==> src/hw/arch_pkg.sv <==
package arch_pkg;

    localparam int xlen = 32;
    localparam int seg_w = 16;
    localparam int num_regs = 8;

    typedef logic [$clog2(num_regs)-1:0] reg_idx_t;

    // low bits carry the exception cause, bit 3 flags an external interrupt
    typedef enum logic [3:0] {
        ie_none      = 4'h0,
        ie_fault     = 4'h1,
        ie_trap      = 4'h2,
        ie_interrupt = 4'h8
    } ie_type_e;

endpackage

==> src/hw/wb_types_pkg.sv <==
package wb_types_pkg;

    typedef enum logic [1:0] {
        kind_none,
        kind_reg,
        kind_seg,
        kind_mem
    } slot_kind_e;

    typedef enum logic [1:0] {
        op_normal,
        op_branch,
        op_far_jmp,   // slot 0 = new eip, slot 1 = cs
        op_halt
    } wb_op_e;

    typedef struct packed {
        slot_kind_e                 kind;
        logic                       wb;
        arch_pkg::reg_idx_t         dest;
        logic [arch_pkg::xlen-1:0]  addr;   // store address, mem slots only
        logic [arch_pkg::xlen-1:0]  data;
    } wb_slot_t;

    typedef struct packed {
        logic                       valid;
        wb_op_e                     op;
        logic [arch_pkg::xlen-1:0]  eip_next;
        logic                       br_valid;
        logic                       br_taken;
        logic                       br_correct;
        logic [arch_pkg::xlen-1:0]  br_target;
        logic                       exc;
        arch_pkg::ie_type_e         exc_type;
        logic                       idtr_orig;
        wb_slot_t [3:0]             slots;
    } wb_bundle_t;

    typedef struct packed {
        logic [arch_pkg::xlen-1:0]  addr;
        logic [arch_pkg::xlen-1:0]  data;
    } store_req_t;

    typedef struct packed {
        logic                       en;
        arch_pkg::reg_idx_t         idx;
        logic [arch_pkg::xlen-1:0]  data;
    } reg_wr_t;

endpackage

==> src/hw/writeback_stage.sv <==
`timescale 1ns/1ps

module writeback_stage #(
    parameter int num_slots = 4
) (
    input  logic                                   clk,
    input  logic                                   rst_n,
    input  wb_types_pkg::wb_bundle_t               in_bundle,
    input  logic                                   interrupt,
    input  logic                                   idtr_busy,
    input  logic                                   intr_en,
    input  logic                                   halt_clr,
    input  logic                                   full,
    output wb_types_pkg::reg_wr_t [num_slots-1:0]  reg_wr,
    output wb_types_pkg::reg_wr_t [num_slots-1:0]  seg_wr,
    output logic                                   st_push,
    output wb_types_pkg::store_req_t               st_req,
    output logic                                   stall,
    output logic                                   valid_out,
    output logic                                   resteer,
    output logic [arch_pkg::xlen-1:0]              new_eip,
    output logic [arch_pkg::xlen-1:0]              fip_even,
    output logic [arch_pkg::xlen-1:0]              fip_odd,
    output logic                                   ie_valid,
    output arch_pkg::ie_type_e                     ie_type,
    output logic                                   halt
);
    import arch_pkg::*;
    import wb_types_pkg::*;

    logic [num_slots-1:0] mem_hit;
    logic                 store_wanted;
    logic                 intr_q;
    logic                 ie_hit;
    logic                 far_jmp;
    logic [xlen-1:0]      target;
    logic [xlen-1:0]      line;
    logic [xlen-1:0]      line_nxt;
    logic                 halt_set;

    // mem slots before valid_out, needed for stall
    always_comb begin
        for (int i = 0; i < num_slots; i++) begin
            mem_hit[i] = (in_bundle.slots[i].kind == kind_mem) && in_bundle.slots[i].wb;
        end
    end

    assign store_wanted = in_bundle.valid && (|mem_hit);
    assign stall        = store_wanted && full;
    assign intr_q       = interrupt && intr_en;
    assign ie_hit       = in_bundle.exc || intr_q;

    // idtr origin retires even through an event
    assign valid_out = in_bundle.valid &&
                       ((!stall && !ie_hit) || in_bundle.idtr_orig);

    // walk downwards so the lowest mem slot is the one left standing
    always_comb begin
        st_push = 1'b0;
        st_req  = '0;
        for (int i = num_slots - 1; i >= 0; i--) begin
            reg_wr[i] = '{en:   valid_out && in_bundle.slots[i].wb &&
                                (in_bundle.slots[i].kind == kind_reg),
                          idx:  in_bundle.slots[i].dest,
                          data: in_bundle.slots[i].data};
            seg_wr[i] = '{en:   valid_out && in_bundle.slots[i].wb &&
                                (in_bundle.slots[i].kind == kind_seg),
                          idx:  in_bundle.slots[i].dest,
                          data: in_bundle.slots[i].data};
            if (valid_out && mem_hit[i]) begin
                st_push     = 1'b1;
                st_req.addr = in_bundle.slots[i].addr;
                st_req.data = in_bundle.slots[i].data;
            end
        end
    end

    assign far_jmp = in_bundle.op == op_far_jmp;
    assign target  = far_jmp ? in_bundle.slots[0].data : in_bundle.br_target;
    assign new_eip = (in_bundle.br_taken || far_jmp) ? target : in_bundle.eip_next;

    // fetch works on 16-byte lines, even/odd banks by bit 4
    assign line     = {target[xlen-1:4], 4'h0};
    assign line_nxt = line + xlen'(16);
    assign fip_even = target[4] ? line_nxt : line;
    assign fip_odd  = target[4] ? line : line_nxt;

    assign resteer = valid_out && in_bundle.br_valid && !in_bundle.br_correct;

    assign ie_valid = in_bundle.valid && ie_hit && !idtr_busy;
    assign ie_type  = ie_valid ?
                      ie_type_e'({intr_q, in_bundle.exc ? in_bundle.exc_type[2:0] : 3'b000}) :
                      ie_none;

    assign halt_set = valid_out && (in_bundle.op == op_halt);

    always_ff @(posedge clk or negedge rst_n) begin
        if (!rst_n) begin
            halt <= 1'b0;
        end else if (halt_set) begin
            halt <= 1'b1;   // newer halt beats a pending clear
        end else if (halt_clr) begin
            halt <= 1'b0;
        end
    end

endmodule

==> src/hw/arch_reg_files.sv <==
`timescale 1ns/1ps

module arch_reg_files #(
    parameter int num_slots = 4
) (
    input  logic                                   clk,
    input  logic                                   rst_n,
    input  wb_types_pkg::reg_wr_t [num_slots-1:0]  reg_wr,
    input  wb_types_pkg::reg_wr_t [num_slots-1:0]  seg_wr,
    input  arch_pkg::reg_idx_t                     rd_idx,
    output logic [arch_pkg::xlen-1:0]              rd_data,
    input  arch_pkg::reg_idx_t                     seg_rd_idx,
    output logic [arch_pkg::seg_w-1:0]             seg_rd_data
);
    import arch_pkg::*;

    logic [xlen-1:0]  gpr [num_regs];
    logic [seg_w-1:0] sel [num_regs];

    // later slot overrides an earlier one on the same index
    always_ff @(posedge clk or negedge rst_n) begin
        if (!rst_n) begin
            gpr <= '{default: '0};
            sel <= '{default: '0};
        end else begin
            for (int i = 0; i < num_slots; i++) begin
                if (reg_wr[i].en) begin
                    gpr[reg_wr[i].idx] <= reg_wr[i].data;
                end
                if (seg_wr[i].en) begin
                    sel[seg_wr[i].idx] <= seg_wr[i].data[seg_w-1:0];  // selector is low half
                end
            end
        end
    end

    assign rd_data     = gpr[rd_idx];
    assign seg_rd_data = sel[seg_rd_idx];

endmodule

==> src/hw/store_queue.sv <==
`timescale 1ns/1ps

module store_queue #(
    parameter int queue_depth = 4
) (
    input  logic                     clk,
    input  logic                     rst_n,
    input  logic                     push,
    input  wb_types_pkg::store_req_t push_req,
    output logic                     full,
    output logic                     mem_valid,
    output wb_types_pkg::store_req_t mem_req,
    input  logic                     mem_ready
);
    import wb_types_pkg::*;

    localparam int ptr_w = (queue_depth > 1) ? $clog2(queue_depth) : 1;
    localparam int cnt_w = $clog2(queue_depth + 1);

    store_req_t       mem [queue_depth];
    logic [ptr_w-1:0] wr_ptr;
    logic [ptr_w-1:0] rd_ptr;
    logic [cnt_w-1:0] count;
    logic             do_push;
    logic             do_pop;

    function automatic logic [ptr_w-1:0] ptr_inc(input logic [ptr_w-1:0] p);
        ptr_inc = (p == ptr_w'(queue_depth - 1)) ? '0 : p + 1'b1;
    endfunction

    assign full      = count == cnt_w'(queue_depth);
    assign mem_valid = count != '0;
    assign mem_req   = mem[rd_ptr];
    assign do_push   = push && !full;   // stage stalls before this matters
    assign do_pop    = mem_valid && mem_ready;

    always_ff @(posedge clk) begin
        if (do_push) begin
            mem[wr_ptr] <= push_req;
        end
    end

    always_ff @(posedge clk or negedge rst_n) begin
        if (!rst_n) begin
            wr_ptr <= '0;
            rd_ptr <= '0;
            count  <= '0;
        end else begin
            if (do_push) wr_ptr <= ptr_inc(wr_ptr);
            if (do_pop) rd_ptr <= ptr_inc(rd_ptr);
            case ({do_push, do_pop})
                2'b10:   count <= count + 1'b1;
                2'b01:   count <= count - 1'b1;
                default: count <= count;
            endcase
        end
    end

endmodule

==> src/hw/wb_ctrl_regs.sv <==
`timescale 1ns/1ps

module wb_ctrl_regs (
    input  logic        clk,
    input  logic        rst_n,
    input  logic        psel,
    input  logic        penable,
    input  logic        pwrite,
    input  logic [3:0]  paddr,
    input  logic [31:0] pwdata,
    output logic [31:0] prdata,
    output logic        pready,
    output logic        pslverr,
    input  logic        retire_pulse,
    input  logic        resteer,
    input  logic        halt,
    output logic        intr_en,
    output logic        halt_clr
);
    localparam logic [3:0] addr_ctrl     = 4'h0;
    localparam logic [3:0] addr_status   = 4'h4;
    localparam logic [3:0] addr_retired  = 4'h8;
    localparam logic [3:0] addr_resteers = 4'hc;

    logic        access;
    logic        mapped;
    logic        wr_ctrl;
    logic [31:0] retired;
    logic [31:0] resteers;

    assign access  = psel && penable;
    assign mapped  = paddr[1:0] == 2'b00;   // four word slots fill the space
    assign pready  = access;                // no wait states
    assign pslverr = access && !mapped;
    assign wr_ctrl = access && pwrite && (paddr == addr_ctrl);

    always_comb begin
        prdata = '0;
        if (access && !pwrite) begin
            case (paddr)
                addr_ctrl:     prdata = {31'b0, intr_en};  // halt clear reads 0
                addr_status:   prdata = {31'b0, halt};
                addr_retired:  prdata = retired;
                addr_resteers: prdata = resteers;
                default:       prdata = '0;
            endcase
        end
    end

    always_ff @(posedge clk or negedge rst_n) begin
        if (!rst_n) begin
            intr_en  <= 1'b0;
            halt_clr <= 1'b0;
        end else begin
            halt_clr <= wr_ctrl && pwdata[1];  // one cycle pulse
            if (wr_ctrl) intr_en <= pwdata[0];
        end
    end

    always_ff @(posedge clk or negedge rst_n) begin
        if (!rst_n) begin
            retired  <= '0;
            resteers <= '0;
        end else begin
            if (retire_pulse) retired <= retired + 1'b1;
            if (resteer) resteers <= resteers + 1'b1;
        end
    end

endmodule

==> src/hw/wb_top.sv <==
`timescale 1ns/1ps

module wb_top #(
    parameter int num_slots   = 4,
    parameter int queue_depth = 4
) (
    input  logic                        clk,
    input  logic                        rst_n,
    input  wb_types_pkg::wb_bundle_t    in_bundle,
    input  logic                        interrupt,
    input  logic                        idtr_busy,
    output logic                        stall,
    output logic                        valid_out,
    output logic                        resteer,
    output logic [arch_pkg::xlen-1:0]   new_eip,
    output logic [arch_pkg::xlen-1:0]   fip_even,
    output logic [arch_pkg::xlen-1:0]   fip_odd,
    output logic                        ie_valid,
    output arch_pkg::ie_type_e          ie_type,
    output logic                        halt,
    input  arch_pkg::reg_idx_t          rd_idx,
    output logic [arch_pkg::xlen-1:0]   rd_data,
    input  arch_pkg::reg_idx_t          seg_rd_idx,
    output logic [arch_pkg::seg_w-1:0]  seg_rd_data,
    output logic                        mem_valid,
    output wb_types_pkg::store_req_t    mem_req,
    input  logic                        mem_ready,
    input  logic                        psel,
    input  logic                        penable,
    input  logic                        pwrite,
    input  logic [3:0]                  paddr,
    input  logic [31:0]                 pwdata,
    output logic [31:0]                 prdata,
    output logic                        pready,
    output logic                        pslverr
);
    import wb_types_pkg::*;

    reg_wr_t [num_slots-1:0] reg_wr;
    reg_wr_t [num_slots-1:0] seg_wr;
    store_req_t              st_req;
    logic                    st_push;
    logic                    full;
    logic                    intr_en;
    logic                    halt_clr;

    writeback_stage #(.num_slots(num_slots)) u_stage (
        .clk, .rst_n, .in_bundle, .interrupt, .idtr_busy, .intr_en, .halt_clr, .full,
        .reg_wr, .seg_wr, .st_push, .st_req, .stall, .valid_out, .resteer,
        .new_eip, .fip_even, .fip_odd, .ie_valid, .ie_type, .halt
    );

    arch_reg_files #(.num_slots(num_slots)) u_regs (
        .clk, .rst_n, .reg_wr, .seg_wr, .rd_idx, .rd_data, .seg_rd_idx, .seg_rd_data
    );

    store_queue #(.queue_depth(queue_depth)) u_queue (
        .clk, .rst_n, .push(st_push), .push_req(st_req), .full,
        .mem_valid, .mem_req, .mem_ready
    );

    wb_ctrl_regs u_ctrl (
        .clk, .rst_n, .psel, .penable, .pwrite, .paddr, .pwdata, .prdata, .pready, .pslverr,
        .retire_pulse(valid_out), .resteer, .halt, .intr_en, .halt_clr
    );

endmodule

==> config.mk <==
export PLATFORM = sky130hd
export DESIGN_NAME = wb_top
export DESIGN_NICKNAME = d
export VERILOG_FILES = /design/src/hw/arch_pkg.sv /design/src/hw/wb_types_pkg.sv /design/src/hw/writeback_stage.sv /design/src/hw/arch_reg_files.sv /design/src/hw/store_queue.sv /design/src/hw/wb_ctrl_regs.sv /design/src/hw/wb_top.sv
export SDC_FILE = /design/constraint.sdc
export NUM_CORES = 2
export LEC_CHECK = 0
export ABC_AREA = 0
export CAP_MARGIN = 20
export CORE_MARGIN = 2
export CORE_UTILIZATION = 55
export DETAILED_ROUTE_END_ITERATION = 8
export DONT_BUFFER_PORTS = 1
export PLACE_DENSITY = 0.7
export SLEW_MARGIN = 40
export SYNTH_ARGS = -nofsm -noshare
export SYNTH_HDL_FRONTEND = slang
export SYNTH_SLANG_ARGS = --single-unit
==> constraint.sdc <==
create_clock -name clk -period 10.25 [get_ports clk]
set_clock_uncertainty 0.15 [all_clocks]
set_input_delay 1.5375 -clock clk [delete_from_list [all_inputs] [get_ports clk]]
set_output_delay 1.5375 -clock clk [all_outputs]
set_load 0.01 [all_outputs]
# == Word level (Yosys, flattened, before mapping) ==
# Memory sizes are Yosys's and may differ from the RTL's.
# Cells that the tools add are included.
# W data, S select, Z words.
# totals
regBits,458
latch_bits,0
ram_bits,256
mem_bits_ro,0
in_bits,406
word_cells,189
n_memories,1
# classes
n_addsub,7
n_mul,0
div,0
order_cmp,10
n_eq_ne,22
shifts,0
mux,61
bitwise,6
reduce_logical,58
# mem_list
name,depth,width,read_ports,rd_clocked_by_memory_dff,write_ports,line_no,text
u_queue.mem,4,64,1,0,1,store_queue.sv:20,store_req_t mem [queue_depth];
# op_table
cell,count
$bwmux W256,4
$mux W256,4
$bwmux W128,4
$mux W128,4
$demux W32 S3,4
$mux W32,11
$mux W64,4
$demux W16 S3,4
$pmux W32 S4,1
$bmux W32 S3,1
$mux W16,6
$add A32 B1 Y32 const B,2
$bmux W16 S3,1
$logic_and A1 B1 Y1,42
$add A32 B5 Y32 const B,1
$eq A2 B2 Y1 const B,13
$ge A4 B4 Y1 const B,6
$not A3 Y4,6
$lt A4 B1 Y1 const B,4
$eq A2 B1 Y1 const B,5
$eq A4 B4 Y1 const B,2
$mux W1,8
$logic_not A1 Y1,7
$pmux W3 S2,1
other kinds (14),19

# == Longest topological paths before layout ==
# depth
word_depth,18
depth_mapped,13
depth_no_buf,10

# == Hierarchy ==
# A second synthesis with hierarchy kept.
# unflattened
hier_cells,4281
hier_area_um2,45761.4
# modules_own_cells
module,n_inst,cells_per_inst,area_each_um2
arch_reg_files,1,2659,26400.3
store_queue,1,375,9678.0
writeback_stage,1,917,6207.2
wb_ctrl_regs,1,330,3475.8

# == Worst setup path after synthesis ==
# No wires, ideal clock.
# synth_timing
path_kind,input to output
startpoint,in in_bundle[353] (netlist bit)
endpoint,out fip_even[26] (netlist bit)
arrival_ns,4.229
t_required_ns,8.562
setup_slack_ns,4.333
stages,12
n_path_buf,4
cell_sequence,nand2b_1 -> buf_4 -> buf_4 -> buf_2 -> buf_1 -> nand2_1 -> nand2_1 -> ha_1 -> nand3_1 -> nor4_2 -> nand3_1 -> xor2_1
# synth_between
elab_chain_cells,4
# synth_rtl
item,line_no,text
start: declaration,wb_top.sv:9,"input wb_types_pkg::wb_bundle_t in_bundle,"
$eq A2 B2 Y1 *,writeback_stage.sv:78,assign far_jmp = in_bundle.op == op_far_jmp;
$mux W32 *,writeback_stage.sv:79,assign target = far_jmp ? in_bundle.slots[0].data : in_bundle.br_target;
$add A32 B5 Y32,writeback_stage.sv:84,assign line_nxt = line + xlen'(16);
$mux W32 *,writeback_stage.sv:85,assign fip_even = target[4] ? line_nxt : line;
end: declaration,wb_top.sv:16,"output logic [arch_pkg::xlen-1:0] fip_even,"
# Mark *: on every way between the ends. The rest lies on a longest branch, timed or not.

# == Worst setup path after layout ==
# layout_timing
startpoint,in in_bundle[353] (netlist bit)
endpoint,out fip_even[25] (netlist bit)
# The elaborated chain is that of the path after synthesis.

==> flow_summary.yaml <==
placed_design:
  dp_hpwl_um: 105000
  io_buffers: 0
  gp_congestion: 0.970
  dp_slack_ps: 4110
timing:
  min_period_ps: 6070
  slew_viol_final: 0
  tightestPinTransition_ps: 1330
  worst_slack_ps: 4180
  timing.fmax_mhz: 165
  setup_viol_count_final: 0
  rsz0062_at_grt: "no"
  maxSlewHeadroom_pct: 11.1
  final.period_utilization_pct: 59.2
  hold_viol: 0
  fin_tns_setup_ps: 0
routing:
  post-route-drc-count: 0
  dr.pass1.iters: 6
  wl_per_cell_um: 35.9
  ant_nets: 0
  num_vias: 39100
  drt_first_iter_violations: 6369
  routed_wl_um: 178000
  vias_per_cell: 7.91
power:
  power_uw: 9180
  vdd_drop_max_uv: 134
  p_seq_share_pct: 43.6
  p_leak_uw: 0.0167
  switching_share_pct: 30.2
  pwr-share-clk_pct: 33.0
  power_density_mw_per_mm2: 196
  switchingPower_uw: 2770
  intPower_uw: 6410
  power_frac_comb_pct: 23.4
global_routing:
  grt_pass1_wl_um: 257000
  grt_pass1_vias: 37800
  track_usage_pct: 42.2
  grt_overflow: 0
  grt_max_degree: 459
  grt_antenna_before_repair: 5
floorplanning:
  ios: 658
  dieWidth_um: 285
  dieArea_mm2: 0.0813
  core_mm2: 0.0786
  start_util_pct: 55.3
  die_height_um: 285
  rows: 103
flow_run:
  drv_cap: 0
synth:
  ys.flop_type: "dfrtp_1"
  ys_ff_latch: 714
  syn_area_mm2: 0.0435
  synth_edf_count: 256
  yosysWarnings: 0
  seq_area_frac_synth_pct: 44.0
  synthCells: 4166
  syn_avg_cell_area_um2: 10.4
  ys_types: 80
  async_flop_share_pct: 64.1
setup_path:
  max_stage_delay_ps: 580
  rr_endpoint: "u_queue.mem[1][3]"
  required_ps: 8560
  path_max_fanout: 39
  path_common_cell: "or3_1"
  cp_slowest_cell: "or3_1"
  crit_chain: "nand2b_2 -> buf_4 -> mux2i_1 -> nand3_1 -> or3_1 -> or3_1 -> xnor2_1"
  critPathTopFamily: "simple AND/OR/NAND/NOR gates"
  crit_start: "in_bundle[353]"
  arrival_ps: 4390
  endpoint_kind: "primary output"
  reg2reg_setup_slack_ps: 5510
  path_class: "primary input to primary output"
  startpoint_type: "primary input"
  r2r_start: "u_queue.count[0]"
  path_buf_inv: 1
  ff2ff_path_depth: 10
clock_network:
  cts-resized-gates: 0
  clkLatencyLatePin_ps: 650
  path_clk_slew_ps: 60
  cts_setup_buffers: 0
  cts-root-buf: "clkbuf_16"
  ctsHoldBuffers: 0
  cts_tree: "yes"
  numCtsBuffers: 78
  cts-htree-levels: 3
  clock_sinks: 714
  cts_buffer_depth: 3
finish:
  drive_above_1_share_pct: 14.1
  area_growth_pct: 7.49
  nets: 4242
  layout.cells.most_common: "dfrtp_1"
  utilization_pct: 59.5
  final_cell_mix: "456 x dfrtp_1, 256 x edfxtp_1, 254 x mux2i_1"
min_path:
  worstHoldEndpoint: "u_stage.halt"
  whs_path_depth: 1
  min_from: "u_ctrl.halt_clr"
  holdCritPathClass: "flop to flop"
outcome:
  status: "complete, no violations"
==> worst max path at each step <==
stage          slack (ps)            to  cells past startpoint
4_1_cts              4100   fip_odd[30]                      9
6_report             4180  fip_even[25]                      7
3_3_place_gp         4090   fip_odd[30]                      9
3_5_place_dp         4110   fip_odd[30]                      9
5_1_grt              4030   fip_odd[30]                      9
2_1_floorplan        4330  fip_even[26]                     12
==> metrics by stage <==
step           std cells  hold WS [ps]  instance area, um^2
3_3_place_gp        4779           271                43700
2_1_floorplan       4174           259                43500
3_5_place_dp        4794           271                43900
6_report            4944           288                46700
4_1_cts             4940           287                46700
5_1_grt             4943           333                46700
==> area by class of cell <==
| class | instances | area, um^2 |
|---|---|---|
| fillers | 6525 | 31900 |
| multi-input cells | 2898 | 22500 |
| flip-flops and latches | 714 | 19200 |
| clock buffers | 105 | 2190 |
| well taps | 1050 | 1310 |
| repair buffers | 108 | 932 |
| clock inverters | 41 | 553 |
| inverters | 26 | 97.6 |
| diodes | 2 | 5.00 |
==> power groups by stage <==
| stage | sequential, uW | combinational, uW | clock [uW] |
|---|---|---|---|
| after floorplan | 3850 | 1810 | 0 |
| after global placement | 4000 | 2070 | 0 |
| after detailed placement | 4020 | 2120 | 0 |
| after CTS | 3970 | 2130 | 3030 |
| after global routing | 4050 | 2310 | 3150 |
| final | 4000 | 2150 | 3030 |
==> sequential cells by signal, indices dropped and copies added (netlist names), 2 cells and up <==
name and count:
u_queue.rd_ptr 2, u_queue.mem 256, u_regs.gpr 256, u_queue.count 3, u_ctrl.resteers 32, u_ctrl.retired 32
u_queue.wr_ptr 2, u_regs.sel 128
==> logic make-up (layout without fill, tap and decap cells) <==
logic type / Yosys count / count (layout) / share of synthesized area, %
AND/OR/NAND/NOR: 982 / 982 / 11.5
flip-flops: 714 / 714 / 44.0
multiplexers: 470 / 470 / 15.6
other: 2 / 12 / 0.0173
XOR/XNOR: 101 / 101 / 2.03
adder cells (fa/ha/maj): 10 / 10 / 0.305
AO/OA/AOI/OAI: 1325 / 1325 / 21.2
buffers and inverters: 562 / 280 / 5.35
==> layer usage <==
layer,vias up,GRT usage [%],part of all wire (%)
li1,15500,-,-
met1,19200,54.8,36
met2,3505,60.5,43
met3,857,16.3,15
met4,8,24.1,7.0
met5,-,0.407,0.031
==> Yosys cell counts (29+ instances only) <==
master    count  area, um^2
dfrtp_1     458       11500
clkbuf_1    378        1420
edfxtp_1    256        7690
mux2i_1     256        2560
nor2_1      256         961
nand2_1     251         942
a22oi_1     237        1780
o21ai_0     217        1090
mux4_2      160        3600
a21oi_1     152         761
o22ai_1     135         845
and3_1      120         751
a211oi_1    100         751
o221ai_1     94         823
buf_2        72         360
nand3_1      64         320
buf_1        56         210
xnor2_1      56         490
mux2_2       54         608
a221o_1      53         531
o21ai_1      53         265
a221oi_1     48         420
nor3_1       45         225
xor2_1       45         394
nor4_1       43         269
a21o_1       31         233
a32oi_1      31         272
and2_1       31         194
o211ai_1     31         233
nor2b_1      30         188
o31ai_1      29         218
No activity file was read; power rests on OpenSTA's default activity.
